===== config.mk =====
export PLATFORM = sky130hd
export DESIGN_NAME = mdu_top
export DESIGN_NICKNAME = d
export VERILOG_FILES = /design/src/rtl/mdu_pkg.sv /design/src/rtl/div_bit_counter.sv /design/src/rtl/div_datapath.sv /design/src/rtl/mdu_ctrl_fsm.sv /design/src/rtl/mdu_top.sv /design/src/rtl/mult_datapath.sv
export VERILOG_INCLUDE_DIRS = /design/src /design/src/rtl
export SDC_FILE = /design/constraint.sdc
export NUM_CORES = 2
export LEC_CHECK = 0
export BUFFER_PORTS_ARGS = -buffer_cell sky130_fd_sc_hd__buf_2
export CAP_MARGIN = 20
export CORE_UTILIZATION = 65
export CTS_CLUSTER_SIZE = 10
export DETAILED_ROUTE_END_ITERATION = 7
export MAX_ROUTING_LAYER = met4
export PLACE_DENSITY = 0.87
export SLEW_MARGIN = 20
export SYNTH_ARGS = -nofsm -noshare
export SYNTH_HDL_FRONTEND = slang
export SYNTH_SLANG_ARGS = --single-unit

===== constraint.sdc =====
create_clock -name clk_i -period 20.1 [get_ports clk_i]
set_input_delay 1.005 -clock clk_i [delete_from_list [all_inputs] [get_ports clk_i]]
set_output_delay 1.005 -clock clk_i [all_outputs]
set_load 0.005 [all_outputs]

===== src/rtl/mdu_settings.svh =====
// Multiply/divide unit widths and step counts
// Shared by the package, the datapaths and the top level

`ifndef MDU_SETTINGS_SVH
`define MDU_SETTINGS_SVH

// Data word width as fixed by the ISA
`define MDU_XLEN 32

// Half word width for the packed 16-bit operations
`define MDU_HALF 16

// One quotient bit per divide step
`define MDU_DIV_STEPS 32

// Bit counter width, enough to index 32 dividend bits
`define MDU_CNT_W 5

`endif


===== src/rtl/mdu_pkg.sv =====
// Multiply/divide unit types
// Operation codes, controller states and the operand word view

`include "mdu_settings.svh"

package mdu_pkg;

  // Operation codes, also used by the test data file
  typedef enum logic [3:0] {
    MD_OP_MUL    = 4'd0,
    MD_OP_MULH   = 4'd1,
    MD_OP_MULHSU = 4'd2,
    MD_OP_MULHU  = 4'd3,
    MD_OP_DIV    = 4'd4,
    MD_OP_DIVU   = 4'd5,
    MD_OP_REM    = 4'd6,
    MD_OP_REMU   = 4'd7,
    MD_OP_SMBB16 = 4'd8,
    MD_OP_SMTT16 = 4'd9
  } md_op_e;

  // Controller states
  typedef enum logic [3:0] {
    IDLE   = 4'd0,
    MUL_L  = 4'd1,
    MUL_H  = 4'd2,
    ABS_A  = 4'd3,
    ABS_B  = 4'd4,
    COMP   = 4'd5,
    LAST   = 4'd6,
    SIGN   = 4'd7,
    FINISH = 4'd8
  } md_state_e;

  // Top and bottom half of an operand
  typedef struct packed {
    logic [`MDU_HALF-1:0] top;
    logic [`MDU_HALF-1:0] bot;
  } mdu_half_t;

  // One operand word, read raw or as two halves
  typedef union packed {
    logic [`MDU_XLEN-1:0] raw;
    mdu_half_t            half;
  } mdu_word_u;

endpackage


===== src/rtl/div_bit_counter.sv =====
// Divide loop bit counter
// Points at the dividend bit shifted into the remainder, flags the final step

`include "mdu_settings.svh"

module div_bit_counter import mdu_pkg::*; (
  input  logic                  clk_i,
  input  logic                  rst_ni,
  input  logic                  load_i,
  input  logic                  dec_i,
  output logic [`MDU_CNT_W-1:0] count_o,
  output logic                  last_o
);

  logic [`MDU_CNT_W-1:0] count_q;

  always_ff @(posedge clk_i or negedge rst_ni) begin
    if (!rst_ni) begin
      count_q <= '0;
    end else if (load_i) begin
      // Top quotient bit first
      count_q <= `MDU_CNT_W'(`MDU_DIV_STEPS - 1);
    end else if (dec_i) begin
      count_q <= count_q - `MDU_CNT_W'(1);
    end
  end

  // Last loop step when one bit is left
  assign last_o  = (count_q == `MDU_CNT_W'(1));
  assign count_o = count_q;

endmodule


===== src/rtl/div_datapath.sv =====
// Divide datapath
// Bit-serial restoring divide on absolute values with one shared subtractor
// Fixes result signs at the end and handles a zero divisor

`include "mdu_settings.svh"

module div_datapath import mdu_pkg::*; (
  input  logic                  clk_i,
  input  logic                  rst_ni,
  input  md_op_e                op_i,
  input  md_state_e             state_i,
  input  logic [`MDU_XLEN-1:0]  op_a_i,
  input  logic [`MDU_XLEN-1:0]  op_b_i,
  input  logic [`MDU_CNT_W-1:0] bit_idx_i,
  output logic                  b_zero_o,
  output logic [`MDU_XLEN-1:0]  result_o
);

  logic [`MDU_XLEN-1:0]  num_q;
  logic [`MDU_XLEN-1:0]  den_q;
  logic [`MDU_XLEN-1:0]  quo_q;
  // One extra bit for the shifted remainder
  logic [`MDU_XLEN:0]    rem_q;
  logic                  neg_quo_q, neg_rem_q;
  logic                  signed_op, rem_op;
  logic                  sign_a, sign_b;
  logic [`MDU_XLEN:0]    sub_a, sub_b;
  logic [`MDU_XLEN+1:0]  sub_res;
  logic                  ge;
  logic [`MDU_XLEN:0]    next_rem;
  logic [`MDU_XLEN-1:0]  quo_bit;
  logic [`MDU_CNT_W-1:0] idx_m1;

  // Operation decode
  assign signed_op = (op_i == MD_OP_DIV) || (op_i == MD_OP_REM);
  assign rem_op    = (op_i == MD_OP_REM) || (op_i == MD_OP_REMU);

  // Raw operand signs, valid before the ABS steps overwrite them
  assign sign_a = signed_op & num_q[`MDU_XLEN-1];
  assign sign_b = signed_op & den_q[`MDU_XLEN-1];

  // Live divisor check for the start decision
  assign b_zero_o = (op_b_i == '0);

  //////////////////////////////
  // Shared subtractor
  //////////////////////////////
  always_comb begin
    // Negation by default
    sub_a = '0;
    sub_b = {1'b0, num_q};
    unique case (state_i)
      ABS_B: sub_b = {1'b0, den_q};
      // Trial subtraction of the divisor
      COMP, LAST: begin
        sub_a = rem_q;
        sub_b = {1'b0, den_q};
      end
      // Negate whichever result the op returns
      SIGN: sub_b = rem_op ? rem_q : {1'b0, quo_q};
      default: sub_b = {1'b0, num_q};
    endcase
  end

  assign sub_res = {1'b0, sub_a} - {1'b0, sub_b};

  // No borrow means remainder >= divisor
  assign ge       = ~sub_res[`MDU_XLEN+1];
  assign next_rem = ge ? sub_res[`MDU_XLEN:0] : rem_q;
  assign quo_bit  = ge ? (`MDU_XLEN'(1) << bit_idx_i) : '0;

  // Next dividend bit to shift in
  assign idx_m1 = bit_idx_i - `MDU_CNT_W'(1);

  //////////////////////////////
  // Payload registers
  //////////////////////////////
  always_ff @(posedge clk_i) begin
    unique case (state_i)
      IDLE: begin
        num_q <= op_a_i;
        den_q <= op_b_i;
        // Zero divisor results, kept if the loop is skipped
        rem_q <= {1'b0, op_a_i};
        quo_q <= '1;
      end
      ABS_A: begin
        num_q <= sign_a ? sub_res[`MDU_XLEN-1:0] : num_q;
        quo_q <= '0;
      end
      ABS_B: begin
        den_q <= sign_b ? sub_res[`MDU_XLEN-1:0] : den_q;
        // Top dividend bit starts the remainder
        rem_q <= {{`MDU_XLEN{1'b0}}, num_q[`MDU_XLEN-1]};
      end
      COMP: begin
        rem_q <= {next_rem[`MDU_XLEN-1:0], num_q[idx_m1]};
        quo_q <= quo_q | quo_bit;
      end
      // Bit 0, no further shift
      LAST: begin
        rem_q <= next_rem;
        quo_q <= quo_q | quo_bit;
      end
      // Only reached with a non-zero divisor
      SIGN: begin
        if (rem_op && neg_rem_q) begin
          rem_q <= {1'b0, sub_res[`MDU_XLEN-1:0]};
        end
        if (!rem_op && neg_quo_q) begin
          quo_q <= sub_res[`MDU_XLEN-1:0];
        end
      end
      // FINISH and the multiply states hold
      default: begin
        rem_q <= rem_q;
      end
    endcase
  end

  //////////////////////////////
  // Control flags
  //////////////////////////////
  always_ff @(posedge clk_i or negedge rst_ni) begin
    if (!rst_ni) begin
      neg_quo_q <= 1'b0;
      neg_rem_q <= 1'b0;
    end else if (state_i == ABS_A) begin
      // Quotient sign from both operands, remainder follows the dividend
      neg_quo_q <= sign_a ^ sign_b;
      neg_rem_q <= sign_a;
    end
  end

  assign result_o = rem_op ? rem_q[`MDU_XLEN-1:0] : quo_q;

endmodule


===== src/rtl/mdu_ctrl_fsm.sv =====
// Multiply/divide sequencer
// Latches the operation at start and walks the multiply, packed or divide phases
// Holds FINISH until the consumer takes the result

module mdu_ctrl_fsm import mdu_pkg::*; (
  input  logic      clk_i,
  input  logic      rst_ni,
  input  logic      start_i,
  input  md_op_e    op_i,
  input  logic      ready_i,
  input  logic      b_zero_i,
  input  logic      last_i,
  output md_op_e    op_q_o,
  output md_state_e state_o,
  output logic      cnt_load_o,
  output logic      cnt_dec_o,
  output logic      valid_o
);

  md_state_e state_q, state_d;
  md_op_e    op_q;
  logic      op_is_div;
  logic      op_q_packed;

  // Class of the incoming operation
  assign op_is_div = (op_i == MD_OP_DIV) || (op_i == MD_OP_DIVU) ||
                     (op_i == MD_OP_REM) || (op_i == MD_OP_REMU);

  // Packed ops finish after one multiply step
  assign op_q_packed = (op_q == MD_OP_SMBB16) || (op_q == MD_OP_SMTT16);

  //////////////////////////////
  // Next state
  //////////////////////////////
  always_comb begin
    state_d = state_q;
    unique case (state_q)
      IDLE: begin
        if (start_i) begin
          if (op_is_div) begin
            // Zero divisor needs no loop
            state_d = b_zero_i ? FINISH : ABS_A;
          end else begin
            state_d = MUL_L;
          end
        end
      end
      MUL_L:  state_d = op_q_packed ? FINISH : MUL_H;
      MUL_H:  state_d = FINISH;
      ABS_A:  state_d = ABS_B;
      ABS_B:  state_d = COMP;
      // Leave the loop on the final counter step
      COMP:   state_d = last_i ? LAST : COMP;
      LAST:   state_d = SIGN;
      SIGN:   state_d = FINISH;
      // Back-pressure keeps the result here
      FINISH: state_d = ready_i ? IDLE : FINISH;
      default: state_d = IDLE;
    endcase
  end

  //////////////////////////////
  // State and operation regs
  //////////////////////////////
  always_ff @(posedge clk_i or negedge rst_ni) begin
    if (!rst_ni) begin
      state_q <= IDLE;
      op_q    <= MD_OP_MUL;
    end else begin
      state_q <= state_d;
      // Operation sampled only on an accepted start
      if ((state_q == IDLE) && start_i) begin
        op_q <= op_i;
      end
    end
  end

  // Counter control
  assign cnt_load_o = (state_q == ABS_B);
  assign cnt_dec_o  = (state_q == COMP);

  assign valid_o = (state_q == FINISH);
  assign op_q_o  = op_q;
  assign state_o = state_q;

endmodule


===== src/rtl/mdu_top.sv =====
// Multiply/divide unit top level
// Sequencer, divide bit counter and the two datapaths with the result select

`include "mdu_settings.svh"

module mdu_top import mdu_pkg::*; (
  input  logic                 clk_i,
  input  logic                 rst_ni,
  input  logic                 start_i,
  input  md_op_e               op_i,
  input  logic [`MDU_XLEN-1:0] op_a_i,
  input  logic [`MDU_XLEN-1:0] op_b_i,
  input  logic                 ready_i,
  output logic                 valid_o,
  output logic [`MDU_XLEN-1:0] result_o
);

  md_op_e                op_q;
  md_state_e             state_q;
  logic                  cnt_load, cnt_dec;
  logic                  b_zero;
  logic                  last;
  logic [`MDU_CNT_W-1:0] bit_idx;
  logic [`MDU_XLEN-1:0]  mul_res, div_res;
  logic                  div_sel;

  // Sequencer
  mdu_ctrl_fsm u_ctrl (
    .clk_i      (clk_i),
    .rst_ni     (rst_ni),
    .start_i    (start_i),
    .op_i       (op_i),
    .ready_i    (ready_i),
    .b_zero_i   (b_zero),
    .last_i     (last),
    .op_q_o     (op_q),
    .state_o    (state_q),
    .cnt_load_o (cnt_load),
    .cnt_dec_o  (cnt_dec),
    .valid_o    (valid_o)
  );

  // Divide loop index
  div_bit_counter u_cnt (
    .clk_i   (clk_i),
    .rst_ni  (rst_ni),
    .load_i  (cnt_load),
    .dec_i   (cnt_dec),
    .count_o (bit_idx),
    .last_o  (last)
  );

  mult_datapath u_mult (
    .clk_i    (clk_i),
    .rst_ni   (rst_ni),
    .op_i     (op_q),
    .state_i  (state_q),
    .op_a_i   (op_a_i),
    .op_b_i   (op_b_i),
    .result_o (mul_res)
  );

  div_datapath u_div (
    .clk_i     (clk_i),
    .rst_ni    (rst_ni),
    .op_i      (op_q),
    .state_i   (state_q),
    .op_a_i    (op_a_i),
    .op_b_i    (op_b_i),
    .bit_idx_i (bit_idx),
    .b_zero_o  (b_zero),
    .result_o  (div_res)
  );

  // Result source from the latched operation class
  assign div_sel = (op_q == MD_OP_DIV) || (op_q == MD_OP_DIVU) ||
                   (op_q == MD_OP_REM) || (op_q == MD_OP_REMU);

  assign result_o = div_sel ? div_res : mul_res;

endmodule


===== src/rtl/mult_datapath.sv =====
// Multiply datapath
// Three 17-bit signed partial multipliers and a 34-bit intermediate register
// Covers the 32x32 multiplies in two steps and the packed 16x16 ops in one

`include "mdu_settings.svh"

module mult_datapath import mdu_pkg::*; (
  input  logic                 clk_i,
  input  logic                 rst_ni,
  input  md_op_e               op_i,
  input  md_state_e            state_i,
  input  mdu_word_u            op_a_i,
  input  mdu_word_u            op_b_i,
  output logic [`MDU_XLEN-1:0] result_o
);

  mdu_word_u              a_q, b_q;
  logic                   sign_a, sign_b;
  logic                   is_packed;
  logic [`MDU_HALF-1:0]   a1, b1, a3;
  logic                   s1a, s1b, s3a;
  logic signed [33:0]     m1, m2, m3;
  logic signed [33:0]     cross_sum;
  logic signed [33:0]     high_sum;
  logic signed [33:0]     imd_q;

  // Operand signedness per operation
  assign sign_a    = (op_i == MD_OP_MULH) || (op_i == MD_OP_MULHSU);
  assign sign_b    = (op_i == MD_OP_MULH);
  assign is_packed = (op_i == MD_OP_SMBB16) || (op_i == MD_OP_SMTT16);

  //////////////////////////////
  // Operand and sign select
  //////////////////////////////
  always_comb begin
    // Multiplier 1 takes bottom halves, or top halves for SMTT16
    a1 = a_q.half.bot;
    b1 = b_q.half.bot;
    if (op_i == MD_OP_SMTT16) begin
      a1 = a_q.half.top;
      b1 = b_q.half.top;
    end
    // Packed halves are always signed
    s1a = is_packed & a1[`MDU_HALF-1];
    s1b = is_packed & b1[`MDU_HALF-1];
    // Multiplier 3 does bottom x top first, then top x top
    a3  = (state_i == MUL_H) ? a_q.half.top : a_q.half.bot;
    s3a = (state_i == MUL_H) & sign_a & a_q.half.top[`MDU_HALF-1];
  end

  // Partial products
  assign m1 = $signed({s1a, a1}) * $signed({s1b, b1});
  // Top of A times bottom of B
  assign m2 = $signed({sign_a & a_q.half.top[`MDU_HALF-1], a_q.half.top}) *
              $signed({1'b0, b_q.half.bot});
  assign m3 = $signed({s3a, a3}) *
              $signed({sign_b & b_q.half.top[`MDU_HALF-1], b_q.half.top});

  // Bits 47:16 of the product plus carries into the top
  assign cross_sum = $signed({18'b0, m1[31:16]}) + m2 + m3;

  // High word from the shifted cross sum and top x top
  assign high_sum = (imd_q >>> `MDU_HALF) + m3;

  // Operands captured while idle, the start edge keeps the last sample
  always_ff @(posedge clk_i) begin
    if (state_i == IDLE) begin
      a_q <= op_a_i;
      b_q <= op_b_i;
    end
  end

  //////////////////////////////
  // Intermediate register
  //////////////////////////////
  always_ff @(posedge clk_i or negedge rst_ni) begin
    if (!rst_ni) begin
      imd_q <= '0;
    end else if (state_i == MUL_L) begin
      // Packed product is final after one step
      imd_q <= is_packed ? m1 : cross_sum;
    end else if (state_i == MUL_H) begin
      if (op_i == MD_OP_MUL) begin
        // Low word joins the cross sum with the bottom x bottom low half
        imd_q <= {2'b00, imd_q[`MDU_HALF-1:0], m1[`MDU_HALF-1:0]};
      end else begin
        imd_q <= high_sum;
      end
    end
  end

  assign result_o = imd_q[`MDU_XLEN-1:0];

endmodule

==> impl_metrics.csv <==
group,metric,value,unit
global_route,grt_pass1_vias,44200,
setup_path,rr_endpoint,"u_mult.imd_q[33]",
setup_path,ff2ff_setup_slack,6.03,ns
global_route,track_usage,0.451,
logic_synthesis,ys_seq_area_frac,0.138,
clock_tree,clockRootBuffer,"clkbuf_16",
logic_synthesis,synth.net_count,7033,
timing,finalMaxSlewViolations,0,
logic_synthesis,synth-compound-area-share,0.102,
timing,rsz0062_at_grt,"no",
clock_tree,cts_hold_buf,0,
logic_synthesis,async_flop_share,0.202,
worst_hold_path,min_path_cells,1,
timing,hold_viol,0,
setup_path,worstSetupEndpointType,"register",
layout,nets,7026,
flow_run,drv_cap,0,
clock_tree,htree_levels,1,
timing,max_freq,71.1,MHz
global_route,gr-total-overflow,0,
die,rows,102,
place,hpwl,132000,µm
setup_path,crit_fanout,59,
setup_path,cp_slowest_cell,"xor2_1",
layout,layout_common_cells,"inv_1, fa_1, nand2_1, nor2_1, ha_1",
routing,dr.pass1.iters,8,
global_route,antenna_found_initial,9,
timing,clock-skew-final,0.0137,ns
routing,wl_per_cell,25.2,µm
place,dpl.cell_count,6680,
die,fp.dieW,282,µm
clock_tree,numCtsBuffers,29,
die,start_util,0.658,
clock_tree,clockBufferDepth,3,
logic_synthesis,syn_avg_cell_area,8.99,µm²
timing,min_period,14.07,ns
setup_path,critPathArrivalTime,14.56,ns
die,die_y,282,µm
timing,finalSetupTns,0,ns
global_route,grt_max_degree,68,
logic_synthesis,synth-simple-area-share,0.152,
logic_synthesis,synth_xor_xnor_area_share,0.0294,
place,io_buffer_count,104,
layout,area_growth,5.15,%
worst_hold_path,hold_start,"u_div.neg_quo_q",
logic_synthesis,synth_mux_area_frac,0.0268,
logic_synthesis,synth_cells,5679,
routing,vias,42600,
logic_synthesis,synth_area,51100,µm²
setup_path,cp_common_cell,"fa_1",
timing,finalSetupViolCount,0,
layout,final_common_cell,"inv_1",
clock_tree,cts_setup_buffers,0,
logic_synthesis,synth_top_family_by_area,"adder cells",
clock_tree,cts_resized,0,
logic_synthesis,synthFlopType,"edfxtp_1",
die,fp.dieArea,79700,µm²
setup_path,required,20.59,ns
timing,slew-limit-headroom,0.231,
clock_tree,clock_latency,0.57,ns
clock_tree,cts_num_sinks,242,
setup_path,cp-start-kind,"register",
routing,antenna_left,0,
timing,tightest_slew,1.15,ns
timing,whs,0.546,ns
timing,finalCritPeriodShare,0.700,
status,outcome,"completed",
worst_hold_path,hold_class,"register to register",
global_route,grt_pass1_wl,258000,µm
layout,n_fill_cell,5969,
die,num_io_pins,105,
logic_synthesis,synthAdderAreaFrac,0.451,
layout,drive_above_1_share,0.0585,
routing,drt_iter0_markers,5123,
logic_synthesis,yosysUniqueCellTypes,91,
routing,wirelength,170000,µm
setup_path,reg2reg_from,"u_ctrl.op_q_o[2]",
clock_tree,tritoncts,"built",
routing,drc_errors,0,
setup_path,path_class,"register to register",
layout,final_cells,6745,
die,core,77600,µm²
logic_synthesis,yosys_register_bits,242,
logic_synthesis,yosysWarnings,0,
setup_path,slowest_delay,0.89,ns
worst_hold_path,min_to,"u_div.neg_quo_q",
place,gp_congestion,1.08,
logic_synthesis,synth_edf_count,193,
clock_tree,path_clk_slew,0.06,ns
setup_path,ff2ff_path_depth,45,
routing,via_per_inst,6.32,
## worst max-delay path: cells and delay by family, from the launching register on
kind,cells,cell delay (ns)
AND/OR/NAND/NOR,9,1.91
XOR/XNOR,2,1.13
buffers and inverters,8,1.55
AO/OA/AOI/OAI,13,3.01
adder cells (fa/ha/maj),12,5.67
multiplexers,1,0.17
flip-flops,1,0.47
## how the worst max path moves through the flow
stage | start | to | slack (ns)
final | u_ctrl.op_q_o[2] | u_mult.imd_q[33] | 6.03
after global routing | u_ctrl.op_q_o[2] | u_mult.imd_q[33] | 5.57
after CTS | u_ctrl.state_o[1] | u_mult.imd_q[33] | 6.54
after detailed placement | u_ctrl.state_o[1] | u_mult.imd_q[33] | 6.65
after global placement | u_ctrl.state_o[1] | u_mult.imd_q[25] | 6.79
after floorplan | u_ctrl.state_o[0] | u_mult.imd_q[29] | 7.87
## logic make-up after synthesis
| logic type | after synthesis |
|---|---|
| multiplexers | 122 |
| flip-flops | 242 |
| AND/OR/NAND/NOR | 1683 |
| buffers and inverters | 1366 |
| adder cells (fa/ha/maj) | 1282 |
| AO/OA/AOI/OAI | 814 |
| XOR/XNOR | 170 |
## cell type report
cell class	count	area, µm²	share of cell area
sequential	242	7020	0.131
inverter	1126	4230	0.0787
timing repair buffer	202	1280	0.0238
multi-input combinational	4071	39000	0.726
clock buffer	49	831	0.0155
tap	1040	1300	0.0242
clock inverter	4	18.8	0.000350
antenna	11	27.5	0.000513
## cell usage after synthesis, types with 15 or more instances
master / n / area (µm²)
ha_1: 352 / 4400
nor4_1: 15 / 93.8
dfrtp_1: 49 / 1230
nand2_1: 749 / 2810
o21ai_0: 154 / 771
nor2b_1: 46 / 288
nand2b_1: 42 / 263
nor3_1: 32 / 160
nor2_1: 356 / 1340
o21ai_1: 36 / 180
fa_1: 930 / 18600
and2_1: 327 / 2050
a21oi_1: 251 / 1260
a211oi_1: 24 / 180
o211ai_1: 28 / 210
mux2_2: 38 / 428
clkbuf_1: 219 / 822
xor2_1: 53 / 464
o21a_1: 24 / 180
nand3_1: 26 / 130
edfxtp_1: 193 / 5800
and3_1: 29 / 181
o21bai_1: 20 / 150
a21o_1: 65 / 488
o221ai_1: 30 / 263
mux2i_1: 76 / 761
a221oi_1: 16 / 140
a311oi_1: 34 / 298
inv_1: 1125 / 4220
a31oi_1: 22 / 138
xnor2_1: 116 / 1020
## sequential cells by signal (all words and copies together) (netlist names)
name             count
u_div.rem_q         33
u_mult.b_q          32
u_div.quo_q         32
u_ctrl.state_o       4
u_mult.imd_q        34
u_div.neg_rem_q      1
u_mult.a_q          32
u_div.num_q         32
u_div.den_q         32
u_div.neg_quo_q      1
u_ctrl.op_q_o        4
u_cnt.count_o        5
## through the flow
| step | area (µm²) | worst slack, ns | util |
|---|---|---|---|
| 6_report | 53700 | 6.03 | 0.692 |
| 5_1_grt | 53700 | 5.57 | 0.692 |
| 4_1_cts | 53600 | 6.54 | 0.691 |
| 3_5_place_dp | 52800 | 6.65 | 0.680 |
| 3_3_place_gp | 52800 | 6.79 | 0.680 |
| 2_1_floorplan | 51100 | 7.87 | - |
## per-layer routing
layer / track usage / vias to the layer above / part of all wire / wire length [µm]
met5: - / - / 0 / 0
met4: 0.282 / 0 / 0.077 / 13100
met3: 0.131 / 851 / 0.15 / 24800
met2: 0.659 / 3250 / 0.44 / 74100
met1: 0.552 / 20700 / 0.34 / 58100
li1: - / 17800 / - / -
Power is left out: the tool's default activity adds up to more than one toggle a clock period on the data nets, which glitch-free logic cannot reach.
